`config.mk`:
```
export PLATFORM = sky130hd
export DESIGN_NAME = ex_top
export DESIGN_NICKNAME = d
export VERILOG_FILES = /design/src/hw/ex_pkg.sv /design/src/hw/ex_alu.sv /design/src/hw/ex_branch.sv /design/src/hw/ex_div_count.sv /design/src/hw/ex_div_ctrl.sv /design/src/hw/ex_div_datapath.sv /design/src/hw/ex_mem_req.sv /design/src/hw/ex_top.sv
export SDC_FILE = /design/constraint.sdc
export NUM_CORES = 1
export LEC_CHECK = 0
export ABC_AREA = 0
export BUFFER_PORTS_ARGS = -buffer_cell sky130_fd_sc_hd__buf_4
export CORE_AREA = 2 2 306 308
export DETAILED_ROUTE_END_ITERATION = 16
export DIE_AREA = 0 0 308 310
export PLACE_DENSITY_LB_ADDON = 0.25
export REMOVE_ABC_BUFFERS = 1
export SLEW_MARGIN = 30
export SYNTH_ARGS = -nofsm -noshare
export SYNTH_HDL_FRONTEND = slang
export SYNTH_HIERARCHICAL = 1
export SYNTH_SLANG_ARGS = --single-unit
```
`constraint.sdc`:
```
create_clock -name clk -period 5.27 [get_ports clk]
set_input_delay 0.527 -clock clk [delete_from_list [all_inputs] [get_ports clk]]
set_output_delay 0.527 -clock clk [all_outputs]
set_load 0.02 [all_outputs]
```
`src/hw/ex_pkg.sv`:
```
// package with widths, opcodes, funct codes, divider state type and constants
package ex_pkg;

    // ------------------------------------------------------------
    // widths
    localparam int xlen       = 32;
    localparam int reg_addr_w = 5;
    localparam int byte_lanes = xlen / 8;
    localparam int div_iters  = xlen;       // one quotient bit per cycle
    localparam int count_w    = 6;

    // ------------------------------------------------------------
    // major opcodes
    localparam logic [6:0] op_imm    = 7'b0010011;
    localparam logic [6:0] op_reg    = 7'b0110011;
    localparam logic [6:0] op_lui    = 7'b0110111;
    localparam logic [6:0] op_auipc  = 7'b0010111;
    localparam logic [6:0] op_jal    = 7'b1101111;
    localparam logic [6:0] op_jalr   = 7'b1100111;
    localparam logic [6:0] op_branch = 7'b1100011;
    localparam logic [6:0] op_load   = 7'b0000011;
    localparam logic [6:0] op_store  = 7'b0100011;

    // alu funct3
    localparam logic [2:0] f3_add_sub = 3'b000;
    localparam logic [2:0] f3_sll     = 3'b001;
    localparam logic [2:0] f3_slt     = 3'b010;
    localparam logic [2:0] f3_sltu    = 3'b011;
    localparam logic [2:0] f3_xor     = 3'b100;
    localparam logic [2:0] f3_srl_sra = 3'b101;
    localparam logic [2:0] f3_or      = 3'b110;
    localparam logic [2:0] f3_and     = 3'b111;

    // branch funct3
    localparam logic [2:0] f3_beq  = 3'b000;
    localparam logic [2:0] f3_bne  = 3'b001;
    localparam logic [2:0] f3_blt  = 3'b100;
    localparam logic [2:0] f3_bge  = 3'b101;
    localparam logic [2:0] f3_bltu = 3'b110;
    localparam logic [2:0] f3_bgeu = 3'b111;

    // store funct3
    localparam logic [2:0] f3_sb = 3'b000;
    localparam logic [2:0] f3_sh = 3'b001;
    localparam logic [2:0] f3_sw = 3'b010;

    // divide funct3, only under f7_muldiv
    localparam logic [2:0] f3_div  = 3'b100;
    localparam logic [2:0] f3_divu = 3'b101;
    localparam logic [2:0] f3_rem  = 3'b110;
    localparam logic [2:0] f3_remu = 3'b111;

    // funct7
    localparam logic [6:0] f7_base   = 7'b0000000;
    localparam logic [6:0] f7_alt    = 7'b0100000;   // sub, sra
    localparam logic [6:0] f7_muldiv = 7'b0000001;

    localparam logic [xlen-1:0] reset_pc = '0;   // jump target when idle

    typedef enum logic [1:0] {
        div_idle,
        div_busy,
        div_done
    } div_state_t;

endpackage

```
`src/hw/ex_alu.sv`:
```
// integer alu: add, sub, logic, compare and shifts for I and R type
`timescale 1ns/1ns
module ex_alu (
    input  logic [31:0]             inst_i,
    input  logic [ex_pkg::xlen-1:0] op1_i,
    input  logic [ex_pkg::xlen-1:0] op2_i,
    output logic [ex_pkg::xlen-1:0] result_o,
    output logic                    wen_o
);
    import ex_pkg::*;

    logic [6:0]      opcode;
    logic [2:0]      funct3;
    logic [6:0]      funct7;
    logic [4:0]      shamt;
    logic [xlen-1:0] sum;
    logic [xlen-1:0] diff;
    logic            lt_s;
    logic            lt_u;

    assign opcode = inst_i[6:0];
    assign funct3 = inst_i[14:12];
    assign funct7 = inst_i[31:25];
    assign shamt  = op2_i[4:0];

    // shared adder also serves lui, auipc and the link address
    assign sum  = op1_i + op2_i;
    assign diff = op1_i - op2_i;
    assign lt_s = $signed(op1_i) < $signed(op2_i);
    assign lt_u = op1_i < op2_i;

    always_comb begin
        result_o = '0;
        wen_o    = 1'b0;
        case (opcode)
            op_imm, op_reg: begin
                // muldiv encodings leave the alu alone
                wen_o = (opcode == op_imm) || (funct7 == f7_base) || (funct7 == f7_alt);
                case (funct3)
                    f3_add_sub: begin
                        if (opcode == op_reg && funct7 == f7_alt) begin
                            result_o = diff;
                        end else begin
                            result_o = sum;
                        end
                    end
                    f3_sll:  result_o = op1_i << shamt;
                    f3_slt:  result_o = {{(xlen-1){1'b0}}, lt_s};
                    f3_sltu: result_o = {{(xlen-1){1'b0}}, lt_u};
                    f3_xor:  result_o = op1_i ^ op2_i;
                    f3_srl_sra: begin
                        if (funct7 == f7_alt) begin
                            result_o = $signed(op1_i) >>> shamt;
                        end else begin
                            result_o = op1_i >> shamt;
                        end
                    end
                    f3_or:   result_o = op1_i | op2_i;
                    f3_and:  result_o = op1_i & op2_i;
                    default: result_o = '0;
                endcase
            end
            op_lui, op_auipc, op_jal, op_jalr: begin
                result_o = sum;   // operands prepared by decode
                wen_o    = 1'b1;
            end
            default: begin
                result_o = '0;
                wen_o    = 1'b0;
            end
        endcase
    end

endmodule

```
`src/hw/ex_branch.sv`:
```
// jump and branch decision with the finished target address
`timescale 1ns/1ns
module ex_branch (
    input  logic [31:0]             inst_i,
    input  logic [ex_pkg::xlen-1:0] pc_i,
    input  logic [ex_pkg::xlen-1:0] rs1_data_i,
    input  logic [ex_pkg::xlen-1:0] op1_i,
    input  logic [ex_pkg::xlen-1:0] op2_i,
    output logic                    jump_en_o,
    output logic [ex_pkg::xlen-1:0] jump_addr_o
);
    import ex_pkg::*;

    logic [xlen-1:0] j_imm;
    logic [xlen-1:0] i_imm;
    logic [xlen-1:0] b_imm;
    logic [xlen-1:0] jalr_sum;
    logic            taken;

    assign j_imm = {{(xlen-20){inst_i[31]}}, inst_i[19:12], inst_i[20], inst_i[30:21], 1'b0};
    assign i_imm = {{(xlen-12){inst_i[31]}}, inst_i[31:20]};
    assign b_imm = {{(xlen-12){inst_i[31]}}, inst_i[7], inst_i[30:25], inst_i[11:8], 1'b0};
    assign jalr_sum = rs1_data_i + i_imm;

    // branch condition on the prepared operands
    always_comb begin
        case (inst_i[14:12])
            f3_beq:  taken = op1_i == op2_i;
            f3_bne:  taken = op1_i != op2_i;
            f3_blt:  taken = $signed(op1_i) < $signed(op2_i);
            f3_bge:  taken = $signed(op1_i) >= $signed(op2_i);
            f3_bltu: taken = op1_i < op2_i;
            f3_bgeu: taken = op1_i >= op2_i;
            default: taken = 1'b0;
        endcase
    end

    always_comb begin
        jump_en_o   = 1'b0;
        jump_addr_o = reset_pc;
        case (inst_i[6:0])
            op_jal: begin
                jump_en_o   = 1'b1;
                jump_addr_o = pc_i + j_imm;
            end
            op_jalr: begin
                jump_en_o   = 1'b1;
                jump_addr_o = {jalr_sum[xlen-1:1], 1'b0};   // lsb cleared
            end
            op_branch: begin
                jump_en_o = taken;
                if (taken) begin
                    jump_addr_o = pc_i + b_imm;
                end
            end
            default: ;
        endcase
    end

endmodule

```
`src/hw/ex_div_count.sv`:
```
// iteration down counter for the divider
`timescale 1ns/1ns
module ex_div_count (
    input  logic clk,
    input  logic rstn,
    input  logic load_i,
    input  logic step_i,
    output logic last_o
);
    import ex_pkg::*;

    logic [count_w-1:0] cnt_q;

    always_ff @(posedge clk or negedge rstn) begin
        if (!rstn) begin
            cnt_q <= '0;
        end else if (load_i) begin
            cnt_q <= count_w'(div_iters - 1);
        end else if (step_i && cnt_q != '0) begin
            cnt_q <= cnt_q - 1'b1;
        end
    end

    assign last_o = step_i && cnt_q == '0;   // final step

endmodule

```
`src/hw/ex_div_ctrl.sv`:
```
// divide sequencer FSM: idle, busy, done, with the upstream hold
`timescale 1ns/1ns
module ex_div_ctrl (
    input  logic clk,
    input  logic rstn,
    input  logic start_i,
    input  logic last_i,
    output logic busy_o,
    output logic step_o,
    output logic done_o,
    output logic hold_o
);
    import ex_pkg::*;

    div_state_t state_q;
    div_state_t state_d;

    always_comb begin
        state_d = state_q;
        case (state_q)
            div_idle: begin
                if (start_i) begin
                    state_d = div_busy;
                end
            end
            div_busy: begin
                if (last_i) begin
                    state_d = div_done;
                end
            end
            div_done: state_d = div_idle;   // result out for one cycle
            default:  state_d = div_idle;
        endcase
    end

    always_ff @(posedge clk or negedge rstn) begin
        if (!rstn) begin
            state_q <= div_idle;
        end else begin
            state_q <= state_d;
        end
    end

    assign busy_o = state_q != div_idle;
    assign step_o = state_q == div_busy;
    assign done_o = state_q == div_done;
    // stall from the issue cycle on, released in done
    assign hold_o = (state_q == div_idle && start_i) || state_q == div_busy;

    // ------------------------------------------------------------
    a_start_idle: assert property (@(posedge clk) disable iff (!rstn)
        start_i |-> state_q == div_idle);
    a_done_once: assert property (@(posedge clk) disable iff (!rstn)
        state_q == div_done |=> state_q == div_idle);

endmodule

```
`src/hw/ex_div_datapath.sv`:
```
// shift-subtract divider with sign handling and divide by zero rules
`timescale 1ns/1ns
module ex_div_datapath (
    input  logic                          clk,
    input  logic                          rstn,
    input  logic                          start_i,
    input  logic                          step_i,
    input  logic [2:0]                    funct3_i,
    input  logic [ex_pkg::xlen-1:0]       dividend_i,
    input  logic [ex_pkg::xlen-1:0]       divisor_i,
    input  logic [ex_pkg::reg_addr_w-1:0] rd_addr_i,
    output logic [ex_pkg::xlen-1:0]       result_o,
    output logic [ex_pkg::reg_addr_w-1:0] rd_addr_o
);
    import ex_pkg::*;

    logic                  is_signed;
    logic                  a_neg;
    logic                  b_neg;
    logic [xlen-1:0]       a_abs;
    logic [xlen-1:0]       b_abs;
    logic [xlen-1:0]       rem_q;
    logic [xlen-1:0]       quo_q;    // dividend shifts out, quotient in
    logic [xlen-1:0]       dvs_q;
    logic [reg_addr_w-1:0] rd_q;
    logic                  neg_quo_q;
    logic                  neg_rem_q;
    logic                  is_rem_q;
    logic [xlen:0]         trial;

    assign is_signed = funct3_i == f3_div || funct3_i == f3_rem;
    assign a_neg     = is_signed && dividend_i[xlen-1];
    assign b_neg     = is_signed && divisor_i[xlen-1];
    assign a_abs     = a_neg ? -dividend_i : dividend_i;
    assign b_abs     = b_neg ? -divisor_i : divisor_i;

    // ------------------------------------------------------------
    // sign and operation flags
    always_ff @(posedge clk or negedge rstn) begin
        if (!rstn) begin
            neg_quo_q <= 1'b0;
            neg_rem_q <= 1'b0;
            is_rem_q  <= 1'b0;
        end else if (start_i) begin
            // x/0 keeps the all ones quotient positive
            neg_quo_q <= (a_neg ^ b_neg) && divisor_i != '0;
            neg_rem_q <= a_neg;   // remainder follows the dividend
            is_rem_q  <= funct3_i == f3_rem || funct3_i == f3_remu;
        end
    end

    // ------------------------------------------------------------
    // one quotient bit per step
    assign trial = {rem_q, quo_q[xlen-1]} - {1'b0, dvs_q};

    always_ff @(posedge clk) begin
        if (start_i) begin
            rem_q <= '0;
            quo_q <= a_abs;
            dvs_q <= b_abs;
            rd_q  <= rd_addr_i;
        end else if (step_i) begin
            if (!trial[xlen]) begin
                rem_q <= trial[xlen-1:0];
                quo_q <= {quo_q[xlen-2:0], 1'b1};
            end else begin
                rem_q <= {rem_q[xlen-2:0], quo_q[xlen-1]};
                quo_q <= {quo_q[xlen-2:0], 1'b0};
            end
        end
    end

    // min / -1 lands on min with remainder zero without a special case
    always_comb begin
        if (is_rem_q) begin
            result_o = neg_rem_q ? -rem_q : rem_q;
        end else begin
            result_o = neg_quo_q ? -quo_q : quo_q;
        end
    end

    assign rd_addr_o = rd_q;

endmodule

```
`src/hw/ex_mem_req.sv`:
```
// load and store request with byte lane steering
`timescale 1ns/1ns
module ex_mem_req (
    input  logic [31:0]                   inst_i,
    input  logic [ex_pkg::xlen-1:0]       op1_i,
    input  logic [ex_pkg::xlen-1:0]       op2_i,
    input  logic [ex_pkg::xlen-1:0]       rs2_data_i,
    output logic                          cs_o,
    output logic                          we_o,
    output logic [ex_pkg::byte_lanes-1:0] be_o,
    output logic [ex_pkg::xlen-1:0]       addr_o,
    output logic [ex_pkg::xlen-1:0]       wdata_o
);
    import ex_pkg::*;

    logic [1:0] ofs;

    assign addr_o = op1_i + op2_i;
    assign ofs    = addr_o[1:0];

    always_comb begin
        cs_o    = 1'b0;
        we_o    = 1'b0;
        be_o    = '0;
        wdata_o = '0;
        if (inst_i[6:0] == op_load) begin
            cs_o = 1'b1;   // read, no lanes
        end else if (inst_i[6:0] == op_store) begin
            cs_o = 1'b1;
            case (inst_i[14:12])
                f3_sb: begin
                    we_o    = 1'b1;
                    be_o    = byte_lanes'(1) << ofs;
                    wdata_o = {{(xlen-8){1'b0}}, rs2_data_i[7:0]} << {ofs, 3'b000};
                end
                f3_sh: begin
                    we_o = 1'b1;
                    if (ofs == 2'b00) begin
                        be_o    = 4'b0011;
                        wdata_o = {16'h0, rs2_data_i[15:0]};
                    end else begin
                        be_o    = 4'b1100;   // upper half
                        wdata_o = {rs2_data_i[15:0], 16'h0};
                    end
                end
                f3_sw: begin
                    we_o    = 1'b1;
                    be_o    = '1;
                    wdata_o = rs2_data_i;
                end
                default: ;
            endcase
        end
    end

    always_comb begin
        assert #0 (!we_o || be_o != '0) else $error("store without byte lanes");
    end

endmodule

```
`src/hw/ex_top.sv`:
```
// execute stage top: alu, branch, memory request, divider and writeback merge
`timescale 1ns/1ns
module ex_top (
    input  logic                          clk,
    input  logic                          rstn,
    input  logic                          valid_i,
    input  logic [ex_pkg::xlen-1:0]       inst_i,
    input  logic [ex_pkg::xlen-1:0]       pc_i,
    input  logic [ex_pkg::xlen-1:0]       rs1_data_i,
    input  logic [ex_pkg::xlen-1:0]       rs2_data_i,
    input  logic [ex_pkg::xlen-1:0]       op1_i,
    input  logic [ex_pkg::xlen-1:0]       op2_i,
    output logic                          rd_wen_o,
    output logic [ex_pkg::reg_addr_w-1:0] rd_addr_o,
    output logic [ex_pkg::xlen-1:0]       rd_data_o,
    output logic                          jump_en_o,
    output logic [ex_pkg::xlen-1:0]       jump_addr_o,
    output logic                          hold_o,
    output logic                          mem_cs_o,
    output logic                          mem_we_o,
    output logic [ex_pkg::byte_lanes-1:0] mem_be_o,
    output logic [ex_pkg::xlen-1:0]       mem_addr_o,
    output logic [ex_pkg::xlen-1:0]       mem_wdata_o
);
    import ex_pkg::*;

    logic [xlen-1:0]       alu_result;
    logic                  alu_wen;
    logic                  br_jump;
    logic                  req_cs;
    logic                  req_we;
    logic [byte_lanes-1:0] req_be;
    logic                  is_div;
    logic                  div_start;
    logic                  div_busy;
    logic                  div_step;
    logic                  div_ready;
    logic                  div_last;
    logic [xlen-1:0]       div_result;
    logic [reg_addr_w-1:0] div_rd;
    logic [reg_addr_w-1:0] wb_rd;

    ex_alu i_ex_alu (
        .inst_i(inst_i), .op1_i(op1_i), .op2_i(op2_i),
        .result_o(alu_result), .wen_o(alu_wen)
    );

    ex_branch i_ex_branch (
        .inst_i(inst_i), .pc_i(pc_i), .rs1_data_i(rs1_data_i),
        .op1_i(op1_i), .op2_i(op2_i),
        .jump_en_o(br_jump), .jump_addr_o(jump_addr_o)
    );

    ex_mem_req i_ex_mem_req (
        .inst_i(inst_i), .op1_i(op1_i), .op2_i(op2_i), .rs2_data_i(rs2_data_i),
        .cs_o(req_cs), .we_o(req_we), .be_o(req_be),
        .addr_o(mem_addr_o), .wdata_o(mem_wdata_o)
    );

    // ------------------------------------------------------------
    // divide issue, only from idle
    always_comb begin
        is_div = 1'b0;
        if (inst_i[6:0] == op_reg && inst_i[31:25] == f7_muldiv) begin
            case (inst_i[14:12])
                f3_div, f3_divu, f3_rem, f3_remu: is_div = 1'b1;
                default:                          is_div = 1'b0;   // multiply dropped
            endcase
        end
    end
    assign div_start = valid_i && is_div && !div_busy;

    ex_div_ctrl i_ex_div_ctrl (
        .clk(clk), .rstn(rstn), .start_i(div_start), .last_i(div_last),
        .busy_o(div_busy), .step_o(div_step), .done_o(div_ready), .hold_o(hold_o)
    );

    ex_div_count i_ex_div_count (
        .clk(clk), .rstn(rstn), .load_i(div_start), .step_i(div_step), .last_o(div_last)
    );

    ex_div_datapath i_ex_div_datapath (
        .clk(clk), .rstn(rstn), .start_i(div_start), .step_i(div_step),
        .funct3_i(inst_i[14:12]), .dividend_i(rs1_data_i), .divisor_i(rs2_data_i),
        .rd_addr_i(inst_i[11:7]), .result_o(div_result), .rd_addr_o(div_rd)
    );

    // ------------------------------------------------------------
    // writeback merge, divide result wins in its done cycle
    assign wb_rd     = div_ready ? div_rd : inst_i[11:7];
    assign rd_addr_o = wb_rd;
    assign rd_data_o = div_ready ? div_result : alu_result;
    assign rd_wen_o  = (div_ready || (valid_i && alu_wen)) && wb_rd != '0;

    assign jump_en_o = valid_i && br_jump;
    assign mem_cs_o  = valid_i && req_cs;
    assign mem_we_o  = valid_i && req_we;
    assign mem_be_o  = valid_i ? req_be : '0;

    a_div_wb_no_hold: assert property (@(posedge clk) disable iff (!rstn)
        i_ex_div_ctrl.state_q == div_done && rd_wen_o |-> !hold_o);

endmodule

```
# After elaboration in Yosys (flattened, before gate mapping)
# Cells that the tools add are included.
[totals] reg_bits=112 latchBits=0 ramBits=0 romBits=0 out_inout_bits=142 wordCells=137 memories=0
[op_classes] n_addsub=11 mul=0 div_mod_pow=0 n_lt_le_gt_ge=4 eq_ne=24 n_shift=5 mux=41 n_bitwise=4 n_reduce_logical=39
[op_table] cell="32-bit two-way mux" count=15
[op_table] cell="32-bit one-hot mux with 8 select lines" count=1
[op_table] cell="32-bit one-hot mux with 3 select lines" count=2
[op_table] cell="32-bit adder" count=4
[op_table] cell="32-bit negator" count=4
[op_table] cell="32-bit greater-or-equal comparator" count=2
[op_table] cell="32-bit < comparator" count=2
[op_table] cell="32-bit one-hot mux with 2 select lines" count=1
[op_table] cell="33-bit by 32-bit subtractor with 33-bit output" count=1
[op_table] cell="32-bit AND" count=1
[op_table] cell="32-bit == test" count=1
[op_table] cell="32-bit != test" count=1
[op_table] cell="32-bit OR" count=1
[op_table] cell="32-bit nonzero test" count=1
[op_table] cell="32-bit by 5-bit left shift with 32-bit output" count=1
[op_table] cell="8-bit by 5-bit left shift with 32-bit output" count=1
[op_table] cell="32-bit by 5-bit right shift with 32-bit output" count=1
[op_table] cell="32-bit by 5-bit >>> shifter with 32-bit output" count=1
[op_table] cell="32-bit subtractor" count=1
[op_table] cell="32-bit XOR" count=1
[op_table] cell="7-bit by 6-bit == test with 1-bit output (second input constant)" count=4
[op_table] cell="7-bit == test (second input constant)" count=3
[op_table] cell="4-bit two-way mux" count=4
[op_table] cell="1-bit logical AND" count=15
[op_table] cell="other kinds (34)" count=59

# Depth between registers and ports, before layout
# Gate-level depths: netlist of run 1.
[logic_depth] word_depth=8 ltp_mapped=16 mapped_depth_nobuf=14

# By module
# The synthesis of run 1 kept the hierarchy.
[by_module_without_submodules] module="ex_alu" instances=1 cells_each=1380 area_per_inst_um2=9471.6 seq_area_each_um2=0.0
[by_module_without_submodules] module="ex_div_datapath" instances=1 cells_each=1071 area_per_inst_um2=8744.6 seq_area_each_um2=2787.7
[by_module_without_submodules] module="ex_branch" instances=1 cells_each=796 area_per_inst_um2=5435.2 seq_area_each_um2=0.0
[by_module_without_submodules] module="ex_mem_req" instances=1 cells_each=347 area_per_inst_um2=2467.4 seq_area_each_um2=0.0
[by_module_without_submodules] module="ex_top" instances=1 cells_each=61 area_per_inst_um2=724.4 seq_area_each_um2=0.0
[by_module_without_submodules] module="ex_div_count" instances=1 cells_each=40 area_per_inst_um2=434.2 seq_area_each_um2=150.1
[by_module_without_submodules] module="ex_div_ctrl" instances=1 cells_each=11 area_per_inst_um2=107.6 seq_area_each_um2=50.0

# Worst setup path after synthesis of run 1
# No wires, ideal clock.
[synth_path] kind="input -> register" startpoint="in inst_i[28] in the netlist's numbering" endpoint="reg i_ex_div_datapath.quo_q[0] (enable)" setup_time_ns=0.390 t_arrival_ns=5.547 required_ns=4.880 setup_slack_ns=-0.667 stages=5 n_path_buf=0 cell_sequence="nor4b_1 nand4_1 nor3_1 inv_1 nand2_1"
[synth_between] elab_chain_cells=6
[synth_rtl] item="start: declaration" line="ex_top.sv:7" rtl="input logic [ex_pkg::xlen-1:0] inst_i,"
[synth_rtl] item="7-bit by 1-bit == test with 1-bit output" line="ex_top.sv:64" rtl="if (inst_i[6:0] == op_reg && inst_i[31:25] == f7_muldiv) begin"
[synth_rtl] item="1-bit logical AND" line="ex_top.sv:64"
[synth_rtl] item="1-bit two-way mux" line="ex_top.sv:64"
[synth_rtl] item="1-bit logical AND (2 in series)" line="ex_top.sv:71" rtl="assign div_start = valid_i && is_div && !div_busy;"
[synth_rtl] item="via div_start" line="ex_top.sv:34" rtl="logic div_start;"
[synth_rtl] item="2-bit nonzero test (no source line)"
[synth_rtl] item="end signal: assignment" line="ex_div_datapath.sv:59" rtl="quo_q <= a_abs;"
[synth_rtl] item="end signal: assignment" line="ex_div_datapath.sv:65" rtl="quo_q <= {quo_q[xlen-2:0], 1'b1};"
[synth_rtl] item="end signal: assignment" line="ex_div_datapath.sv:68" rtl="quo_q <= {quo_q[xlen-2:0], 1'b0};"
[synth_rtl] item="end: declaration" line="ex_div_datapath.sv:23" rtl="logic [xlen-1:0] quo_q;"
# The timed path passes the listed nets, and every way through them passes these cells.
# A chain may end at the register's enable or synchronous reset.

# Final worst setup path of run 1
[layout_path] startpoint="in op1_i[0] in the netlist's numbering" endpoint="out rd_data_o[28] in the netlist's numbering"
[layout_between] elab_chain_cells=5
[layout_rtl] item="start: declaration" line="ex_top.sv:11" rtl="input logic [ex_pkg::xlen-1:0] op1_i,"
[layout_rtl] item="32-bit adder (tied with other cells)" line="ex_alu.sv:27" rtl="assign sum = op1_i + op2_i;"
[layout_rtl] item="32-bit two-way mux (on tied branches)" line="ex_alu.sv:41, ex_alu.sv:52"
[layout_rtl] item="32-bit one-hot mux with 8 select lines" line="ex_alu.sv:39" rtl="case (funct3)"
[layout_rtl] item="32-bit one-hot mux with 2 select lines (*)" line="ex_alu.sv:35" rtl="case (opcode)"
[layout_rtl] item="via alu_result[28]" line="ex_top.sv:27" rtl="logic [xlen-1:0] alu_result;"
[layout_rtl] item="32-bit two-way mux (*)" line="ex_top.sv:92" rtl="assign rd_data_o = div_ready ? div_result : alu_result;"
[layout_rtl] item="end: declaration" line="ex_top.sv:15" rtl="output logic [ex_pkg::xlen-1:0] rd_data_o,"
# Mark *: on every way through the listed nets, which the timed path passes. The rest lies on a longest branch.

==> results.txt, run 1 <==
The run finished with clean final reports. The cell count after synthesis came out at 3,706. Based on the critical path, the design can be clocked at up to 200 MHz.

The clock net in this run drives a total of 112 sinks. Category of the most critical setup path: in -> out. For the worst endpoint required time, the log shows 4.74 ns. The setup slack of the most critical reg-to-reg path was 1.44 ns.

Across the run, the number of max-cap violations was 0. The fraction of met1 tracks used by global routing was 31.2%; the async set-or-reset flop fraction in the synthesized netlist was 9.82%. Clock root buffer: sky130_fd_sc_hd__clkbuf_16. The initialized floorplan defines 112 standard-cell rows. Once the floorplan was initialized, standard cells occupied 29.6% of the core.

Input and output buffers added on the ports amount to 336. Averaged over all synthesized cells, the footprint is 7.39 µm². The hold path depth is 1.

The tools report the total inserted antenna cells as 0. The total number of vias was 29,600; the total DRC errors in the routed layout was 0. The y dimension of the die is 310 µm. In the global route stage, met2 resource usage came out at 37.1%. The largest single stage delay on the critical path is 0.44 ns. The clock passes through at most 2 buffers. The worst register-to-register path begins at i_ex_div_datapath/rem_q[0].

The commonest register cell after synthesis was sky130_fd_sc_hd__edfxtp_1. The clock reaches the later pin of the worst-skew pair after 0.39 ns. The number of nets in the final layout was 4,399; the utilization after layout was 33.9%. In this run, synthesis inferred 69 flip-flops with an integrated enable.

In this run the remaining antenna-violating nets after routing total 0. The number of pins with negative max-slew slack in the final report came out at 0. The worst pin sits at a relative slew slack of 36.5%. Once placement finished, the instance area stood at 0.0310 mm². The final-report hold violation count came out at 0. For the final database, setup skew stands at 0.0154 ns. The logs give 2,974 for the DRC marker count from the first detailed-route iteration and 0.308 ns for the post-place setup slack. The largest area contributor in the synthesized netlist was sky130_fd_sc_hd__ha_1.

Clock-pin slew was measured on the worst setup and hold paths at 0.08 ns. The run gives 172,000 µm as the first-pass GRT wire length. The logs give 123 for the count of different cell masters after synthesis and 23.2% for the overall routing resource usage.

From synthesis to final layout, the design area changed by 14.3%. Before antenna repair, the detailed router went through 8 iterations. Detailed placement ended at an HPWL of 93,800 µm. VDD sags by at most 0.265 mV.

Sorting the synthesized cells by area gives the leading types as sky130_fd_sc_hd__ha_1, sky130_fd_sc_hd__edfxtp_1, sky130_fd_sc_hd__a21oi_1. The logs give 27,800 for the via count of the first global-routing pass and 0.0274 mm² for the netlist area before placement. Die outline area: 0.0955 mm². The final layout contains routed wiring with a total length of 115,000 µm. Of all nets on the critical path, the largest fanout is 6. The library cell contributing the largest single delay on the critical path was sky130_fd_sc_hd__o311ai_1.

Subtracting the final worst setup slack from the clock period gives 5.01 ns. For this run the aggregate overflow at the end of global routing stands at 0. The min-delay analysis places its worst path in the category in -> reg.

The worst hold path begins at inst_i[8]. Traced cell by cell, the critical path runs through buf_4 > inv_1 > ha_1 > inv_1 > fa_1 > nor2b_1 > o311ai_1 > a211oi_1 > a211o_1 > a31oi_2 > a21oi_1 > a221o_1 > mux2i_1 > o31ai_1 > mux2_4 > buf_4. The die is 308 µm wide. With fillers left out, the area of the finished cells amounts to 0.0313 mm².

The number of antenna violations at the first check in global routing was 0. Setup repair after global routing left no endpoint under its margin. For this design the ratio of total power to cell area is 254 mW/mm². The nature of the critical path endpoint is an output port. Highest-utilization routing layer at the global route stage: met2.

Entering global routing, the biggest net connects 101 pins. For met3 alone, demand over resource in global routing was 4.58%. The run gives 10.9% as the sequential share of the synthesized area. The static leakage is 13.3 nW, and the cell count of the worst reg-to-reg path is 11.

The data arrival time of the critical path was 4.48 ns; the smallest setup slack after layout was 0.262 ns. After detailed routing, the average wire length per cell comes to 22.4 µm. The path with the worst hold slack has its endpoint at i_ex_div_datapath/rd_addr_o[1]. In the final layout, the share of cells above drive strength 1 is 15.5%. The run gives 337 as the I/O pin total. Dividing the detail-routed via count by the number of cells gives 5.76. TritonCTS created 9 clock buffers.

In this run the number of H-tree levels came out at 3. The count of synthesis-stage warnings from yosys came out at 6. TritonCTS built the clock tree.

The final cycle utilization of the critical path came out at 95.0%. The worst setup path is launched from a primary input. The endpoint identified for the worst register-to-register timing path is i_ex_div_datapath/rem_q[0]. The routability congestion estimate from global placement came out at 1.00. The number of gates resized after cts was 0; the proportion of netlist area held by the largest area contributor was 12.4%.

For the final setup violation count, the log shows 0. Flip-flop and latch count after synthesis: 112. The transition time of the tightest slew-check pin was 0.946 ns. The tools report the total power consumption of the routed design as 7.96 mW.

The area of the core region was 0.0925 mm².
[repair_timing]
action,4_1_cts,5_1_grt
hold endpoints to repair,11,0
setup buffers,0,0
hold buffers,1,0
[how the worst max path moves through the flow]
stage,from,endpoint,slack [ns],depth (start not counted)
2_1_floorplan,inst_i[28],i_ex_div_datapath/quo_q[0],-7.12,5
3_3_place_gp,op1_i[0],rd_data_o[28],0.31,16
3_5_place_dp,op1_i[0],rd_data_o[28],0.31,16
4_1_cts,op1_i[0],rd_data_o[28],0.28,16
5_1_grt,op1_i[0],rd_data_o[28],0.008,16
6_report,op1_i[0],rd_data_o[28],0.26,16
[cells in the mapped netlist (16+ instances only)]
master	n
sky130_fd_sc_hd__a31oi_1	46
sky130_fd_sc_hd__nand2_1	278
sky130_fd_sc_hd__ha_1	271
sky130_fd_sc_hd__buf_2	19
sky130_fd_sc_hd__and3_1	29
sky130_fd_sc_hd__a211oi_1	78
sky130_fd_sc_hd__o22ai_1	34
sky130_fd_sc_hd__o21bai_1	26
sky130_fd_sc_hd__edfxtp_1	69
sky130_fd_sc_hd__nor2_1	377
sky130_fd_sc_hd__mux2_4	30
sky130_fd_sc_hd__o21a_1	31
sky130_fd_sc_hd__a21oi_1	375
sky130_fd_sc_hd__xor2_1	105
sky130_fd_sc_hd__nand4_1	35
sky130_fd_sc_hd__nand3_1	63
sky130_fd_sc_hd__nor3b_1	16
sky130_fd_sc_hd__mux4_2	45
sky130_fd_sc_hd__a21o_1	81
sky130_fd_sc_hd__o221ai_1	19
sky130_fd_sc_hd__dfxtp_1	32
sky130_fd_sc_hd__a22o_1	19
sky130_fd_sc_hd__and2_1	44
sky130_fd_sc_hd__clkbuf_1	131
sky130_fd_sc_hd__nor2b_1	32
sky130_fd_sc_hd__buf_1	23
sky130_fd_sc_hd__o41ai_1	16
sky130_fd_sc_hd__o31ai_1	38
sky130_fd_sc_hd__a221oi_1	19
sky130_fd_sc_hd__or3_1	20
sky130_fd_sc_hd__clkbuf_8	17
sky130_fd_sc_hd__nor3_1	94
sky130_fd_sc_hd__inv_1	223
sky130_fd_sc_hd__nor4_1	24
sky130_fd_sc_hd__mux2i_1	96
sky130_fd_sc_hd__xnor2_1	153
sky130_fd_sc_hd__o21ai_0	257
sky130_fd_sc_hd__mux2_2	23
sky130_fd_sc_hd__nand2b_1	43
sky130_fd_sc_hd__o211ai_1	43
[cell type report]
cell class / instances / area, µm²
fillers: 10100 / 61200
multi-input cells: 3161 / 22500
repair buffers: 414 / 3170
flip-flops and latches: 112 / 2990
well taps: 1197 / 1500
inverters: 228 / 856
clock buffers: 9 / 225
clock inverters: 7 / 86.3
[report_power, final]
part / switching (mW) / total (mW) / internal [mW] / leakage, nW
Combinational: 3.19 / 5.42 / 2.23 / 12.1
Sequential: 0.485 / 1.81 / 1.32 / 1.06
Clock: 0.393 / 0.735 / 0.341 / 0.151
Total: 4.07 / 7.96 / 3.89 / 13.3
[per-layer routing]
layer,part of all wire [%],up-vias
met5,0,-
met4,3.4,0
met3,8.3,170
met2,45,1139
met1,43,14000
li1,-,14200
[registers in the layout (all words and copies together) (netlist names)]
register                     count
i_ex_div_datapath/is_rem_q       1
i_ex_div_datapath/dvs_q         32
i_ex_div_datapath/neg_rem_q      1
i_ex_div_count/cnt_q             6
i_ex_div_datapath/rem_q         32
i_ex_div_datapath/quo_q         32
i_ex_div_datapath/neg_quo_q      1
i_ex_div_datapath/rd_addr_o      5
i_ex_div_ctrl/state_q            2
[stage by stage]
stage	instances	hold slack, ns	TNS, ns
4_1_cts	5128	0.338	0
6_report	5128	0.352	0
5_1_grt	5128	0.348	0
3_5_place_dp	5111	0.391	0
2_1_floorplan	3501	0.231	-748.71
3_3_place_gp	5111	0.390	0
[cells by family after synthesis]
kind of cell,count (synthesis),synth area share (%)
compound gates,1285,30.7
xor+xnor,258,8.25
fa+ha+maj,278,12.9
buf+inv,433,7.06
flops,112,10.9
mux,195,9.84
simple gates,1145,20.4
[critical path: cells and delay by family]
| family | cells | cell delay, ns |
|---|---|---|
| fa+ha+maj | 2 | 0.59 |
| compound gates | 7 | 2.38 |
| buf+inv | 4 | 0.45 |
| mux | 2 | 0.37 |
| simple gates | 1 | 0.17 |
[cells in the final DEF (no fill, tap or decap), types with 46 or more instances in the layout]
cell type / n
sky130_fd_sc_hd__buf_4: 408
sky130_fd_sc_hd__nand2_1: 278
sky130_fd_sc_hd__o21ai_0: 257
sky130_fd_sc_hd__nor3_1: 92
sky130_fd_sc_hd__nand3_1: 63
sky130_fd_sc_hd__xor2_1: 105
sky130_fd_sc_hd__a21o_1: 81
sky130_fd_sc_hd__mux2i_1: 96
sky130_fd_sc_hd__ha_1: 271
sky130_fd_sc_hd__a31oi_1: 46
sky130_fd_sc_hd__a211oi_1: 78
sky130_fd_sc_hd__edfxtp_1: 69
sky130_fd_sc_hd__inv_1: 223
sky130_fd_sc_hd__a21oi_1: 375
sky130_fd_sc_hd__xnor2_1: 153
sky130_fd_sc_hd__nor2_1: 376
(Power assumes the default switching activity.)
==> run 2: changes to the inputs <==
--- a/config.mk
+++ b/config.mk
@@ -7,6 +7,8 @@
 export LEC_CHECK = 0
 export ABC_AREA = 0
 export BUFFER_PORTS_ARGS = -buffer_cell sky130_fd_sc_hd__buf_4
+export CELL_PAD_IN_SITES_DETAIL_PLACEMENT = 1
+export CELL_PAD_IN_SITES_GLOBAL_PLACEMENT = 1
 export CORE_AREA = 2 2 306 308
 export DETAILED_ROUTE_END_ITERATION = 16
 export DIE_AREA = 0 0 308 310
==> results.txt, run 2 (same netlist as run 1, synthesis figures left out) <==
The tools report the count of antenna-violating nets left after detailed routing as 0 (unchanged). Register area: 0.00299 mm² (unchanged). Worst clock skew on the final layout: 0.0187 ns (+0.00333 ns).

The flow ran to the end, and the final reports show no timing, DRC or antenna violations. Maximum number of pins on one net before global-route repair: 86 (-15%). The static leakage is 13.3 nW (+0.16%). The area of the core region came out at 0.0925 mm² (unchanged). Via count of the first global-routing pass: 29,600 (+6.6%). The worst hold margin is 0.325 ns (-0.0268 ns), and the total power per unit cell area is 259 mW/mm² (+2.0%). The final setup violation count is 0 (unchanged), and the area used by multi-input combinational logic is 0.0225 mm² (about the same).

The post-route minimum period was 4.95 ns (-0.0580 ns); the count of filler cells inserted in the layout was 11,500 (+14%). TritonCTS built the clock tree. CTS placed an instance of sky130_fd_sc_hd__clkbuf_16 at the clock tree root. The tools report the total of max-cap violations as 0 (unchanged).

The total clock sinks is 112 (unchanged). Setup repair after global routing left no endpoint under its margin. Headroom to the max-slew limit: 37.5% (+1.0 points). The largest registers in the layout are i_ex_div_datapath/dvs_q x32, i_ex_div_datapath/quo_q x32, i_ex_div_datapath/rem_q x32.

The library cell used most frequently in the layout, excluding fill and tap cells, is sky130_fd_sc_hd__buf_4. The y dimension of the die was 310 µm (unchanged); the number of gates resized after cts was 0 (unchanged). The number of levels in the clock H-tree came out at 3 (unchanged). The routability congestion estimate from global placement was 0.975 (-2.7%). In the layout the commonest cells are sky130_fd_sc_hd__buf_4, sky130_fd_sc_hd__nor2_1, sky130_fd_sc_hd__a21oi_1. The area growth from synthesis to final layout is 14.5%. The logs give 112 (unchanged) for the standard-cell row count and 0 (unchanged) for the number of pins with negative max-slew slack in the final report.

The residual overflow from global routing was 0 (unchanged). Number of antenna violations at the first check in global routing: 2 (+2). The total setup buffers inserted after CTS came out at 0 (unchanged). The I/O pin total is 337 (unchanged). The final cycle utilization of the critical path was 93.9% (-1.1 points); the first-pass GRT wire length was 186,000 µm (+8.4%). The logs give 29,900 (+1.1%) for the total number of vias and 8.13 mW (+2.1%) for the total power consumption of the routed design. The maximum resistive drop on vdd came out at 0.261 mV (-1.6%). The worst endpoint required time came out at 4.74 ns (about the same). The top fanout value on the critical path was 6 (unchanged); the final routed wirelength across all metal layers was 124,000 µm (+8.2%).

The transition time of the tightest slew-check pin was 0.923 ns (-0.0228 ns); the count of TritonRoute iterations in the first routing pass was 6 (-2). The average wire per standard cell works out to 24.2 µm (+8.1%). For the total inserted antenna cells, the log shows 0 (unchanged).

The die outline area came out at 0.0955 mm² (unchanged). The data arrival time of the critical path was 4.42 ns (-0.06 ns); the total DRC errors in the routed layout was 0 (unchanged). The post-CTS clock slew at the launch and capture registers of the worst setup and hold paths was 0.10 ns (+0.02 ns).

The DRC marker count from the first detailed-route iteration is 2,333 (-22%), and the half-perimeter wire length of the detailed placement result is 102,000 µm (+8.3%). Largest buffer count on any clock path: 2 (unchanged). The worst setup path is of the in -> out kind. The met3 layer usage reported by global route is 4.35% (-0.23 points), and the utilization after layout is 33.9% (+0.042 points). The worst hold path belongs to the class in -> reg. The worst setup path is launched from a primary input. The fraction of met1 tracks used by global routing is 34.8% (+3.6 points), and the via-per-instance ratio is 5.82 (+1.1%).

The final-report hold violation count is 0 (unchanged). The highest-utilization routing layer at the global route stage is met2. The met2 routing resource usage after global routing is 41.3% (+4.3 points), and the share of post-route cells with drive strength above 1 is 15.7% (+0.12 points). For the overall routing resource usage, the log shows 25.2% (+2.0 points).

The run gives 202 MHz (+1.2%) as the upper clock frequency limit. The clock insertion delay at the later pin of the skew report was 0.40 ns (about the same); the number of nets in the final layout was 4,402 (+0.068%). The initial core utilization was 29.6% (unchanged); the count of port buffers added during placement was 336 (unchanged).

The number of clock buffers inserted by TritonCTS came out at 9 (unchanged). The worst setup path is captured at an output port. The die outline width was 308 µm (unchanged).
==> run 2: cell count changes in the layout (fill, tap and decap cells not counted), moves of 2 or more <==
cell and change:
sky130_fd_sc_hd__buf_4 +3, sky130_fd_sc_hd__inv_12 +2, sky130_fd_sc_hd__nor3_1 -2, sky130_fd_sc_hd__nor3_2 +2
==> run 2: path summary, 6_finish.rpt <==
check	from	endpoint	depth (start not counted)	slack, ns
worst max-delay path	op1_i[0]	rd_data_o[28]	16	0.32
worst min-delay path	inst_i[8]	i_ex_div_datapath/rd_addr_o[1]	1	0.32
worst min register to register	i_ex_div_count/cnt_q[4]	i_ex_div_count/cnt_q[4]	1	0.54
min in group asynchronous	rstn	i_ex_div_count/cnt_q[3]	2	0.51
max in group asynchronous	rstn	i_ex_div_datapath/neg_rem_q	2	4.57
worst max register to register	i_ex_div_datapath/rem_q[0]	i_ex_div_datapath/rem_q[0]	11	1.32
==> run 2: timing repair <==
| item | 4_1_cts | 5_1_grt |
|---|---|---|
| hold buffers | 1 | 0 |
| endpoints found under the setup margin | 0 | 0 |
| endpoints found under the hold margin | 11 | 0 |
==> run 2: cell type report <==
| class | instances | share of cell area [%] |
|---|---|---|
| Clock buffer | 9 | 0.718 |
| Inverter | 228 | 2.73 |
| Sequential cell | 112 | 9.53 |
| Tap cell | 1197 | 4.78 |
| Clock inverter | 7 | 0.291 |
| Multi-Input combinational cell | 3161 | 71.8 |
| Timing Repair Buffer | 417 | 10.2 |
==> run 2: routing by layer <==
layer  vias up  wire length, µm
met5         -               31
met4         4             2140
met3       103             7330
met2       789            56700
met1     14800            57900
li1      14200                -
==> run 2: critical path, stage by stage <==
cell and delay (ns):
sky130_fd_sc_hd__buf_4 0.14, sky130_fd_sc_hd__inv_1 0.10, sky130_fd_sc_hd__ha_1 0.18, sky130_fd_sc_hd__inv_1 0.06
sky130_fd_sc_hd__fa_1 0.39, sky130_fd_sc_hd__nor2b_1 0.18, sky130_fd_sc_hd__o311ai_1 0.48, sky130_fd_sc_hd__a211oi_1 0.26
sky130_fd_sc_hd__a211o_1 0.43, sky130_fd_sc_hd__a31oi_2 0.28, sky130_fd_sc_hd__a21oi_1 0.20, sky130_fd_sc_hd__a221o_1 0.40
sky130_fd_sc_hd__mux2i_1 0.14, sky130_fd_sc_hd__o31ai_1 0.28, sky130_fd_sc_hd__mux2_4 0.21, sky130_fd_sc_hd__buf_4 0.15
==> run 2: power by group <==
| group | switching, mW | internal (mW) | total [mW] |
|---|---|---|---|
| clock network | 0.434 | 0.349 | 0.783 |
| registers | 0.499 | 1.32 | 1.82 |
| logic | 3.28 | 2.24 | 5.53 |
| total | 4.22 | 3.91 | 8.13 |
==> run 2: per-stage QoR <==
step           instances  area (µm²)  worst slack (ns)  setup TNS [ns]
6_report            5131       31400             0.319               0
4_1_cts             5131       31300             0.369               0
3_3_place_gp        5114       31000             0.397               0
2_1_floorplan       3501       26300             -7.12         -748.71
3_5_place_dp        5114       31000             0.407               0
5_1_grt             5131       31400             0.105               0
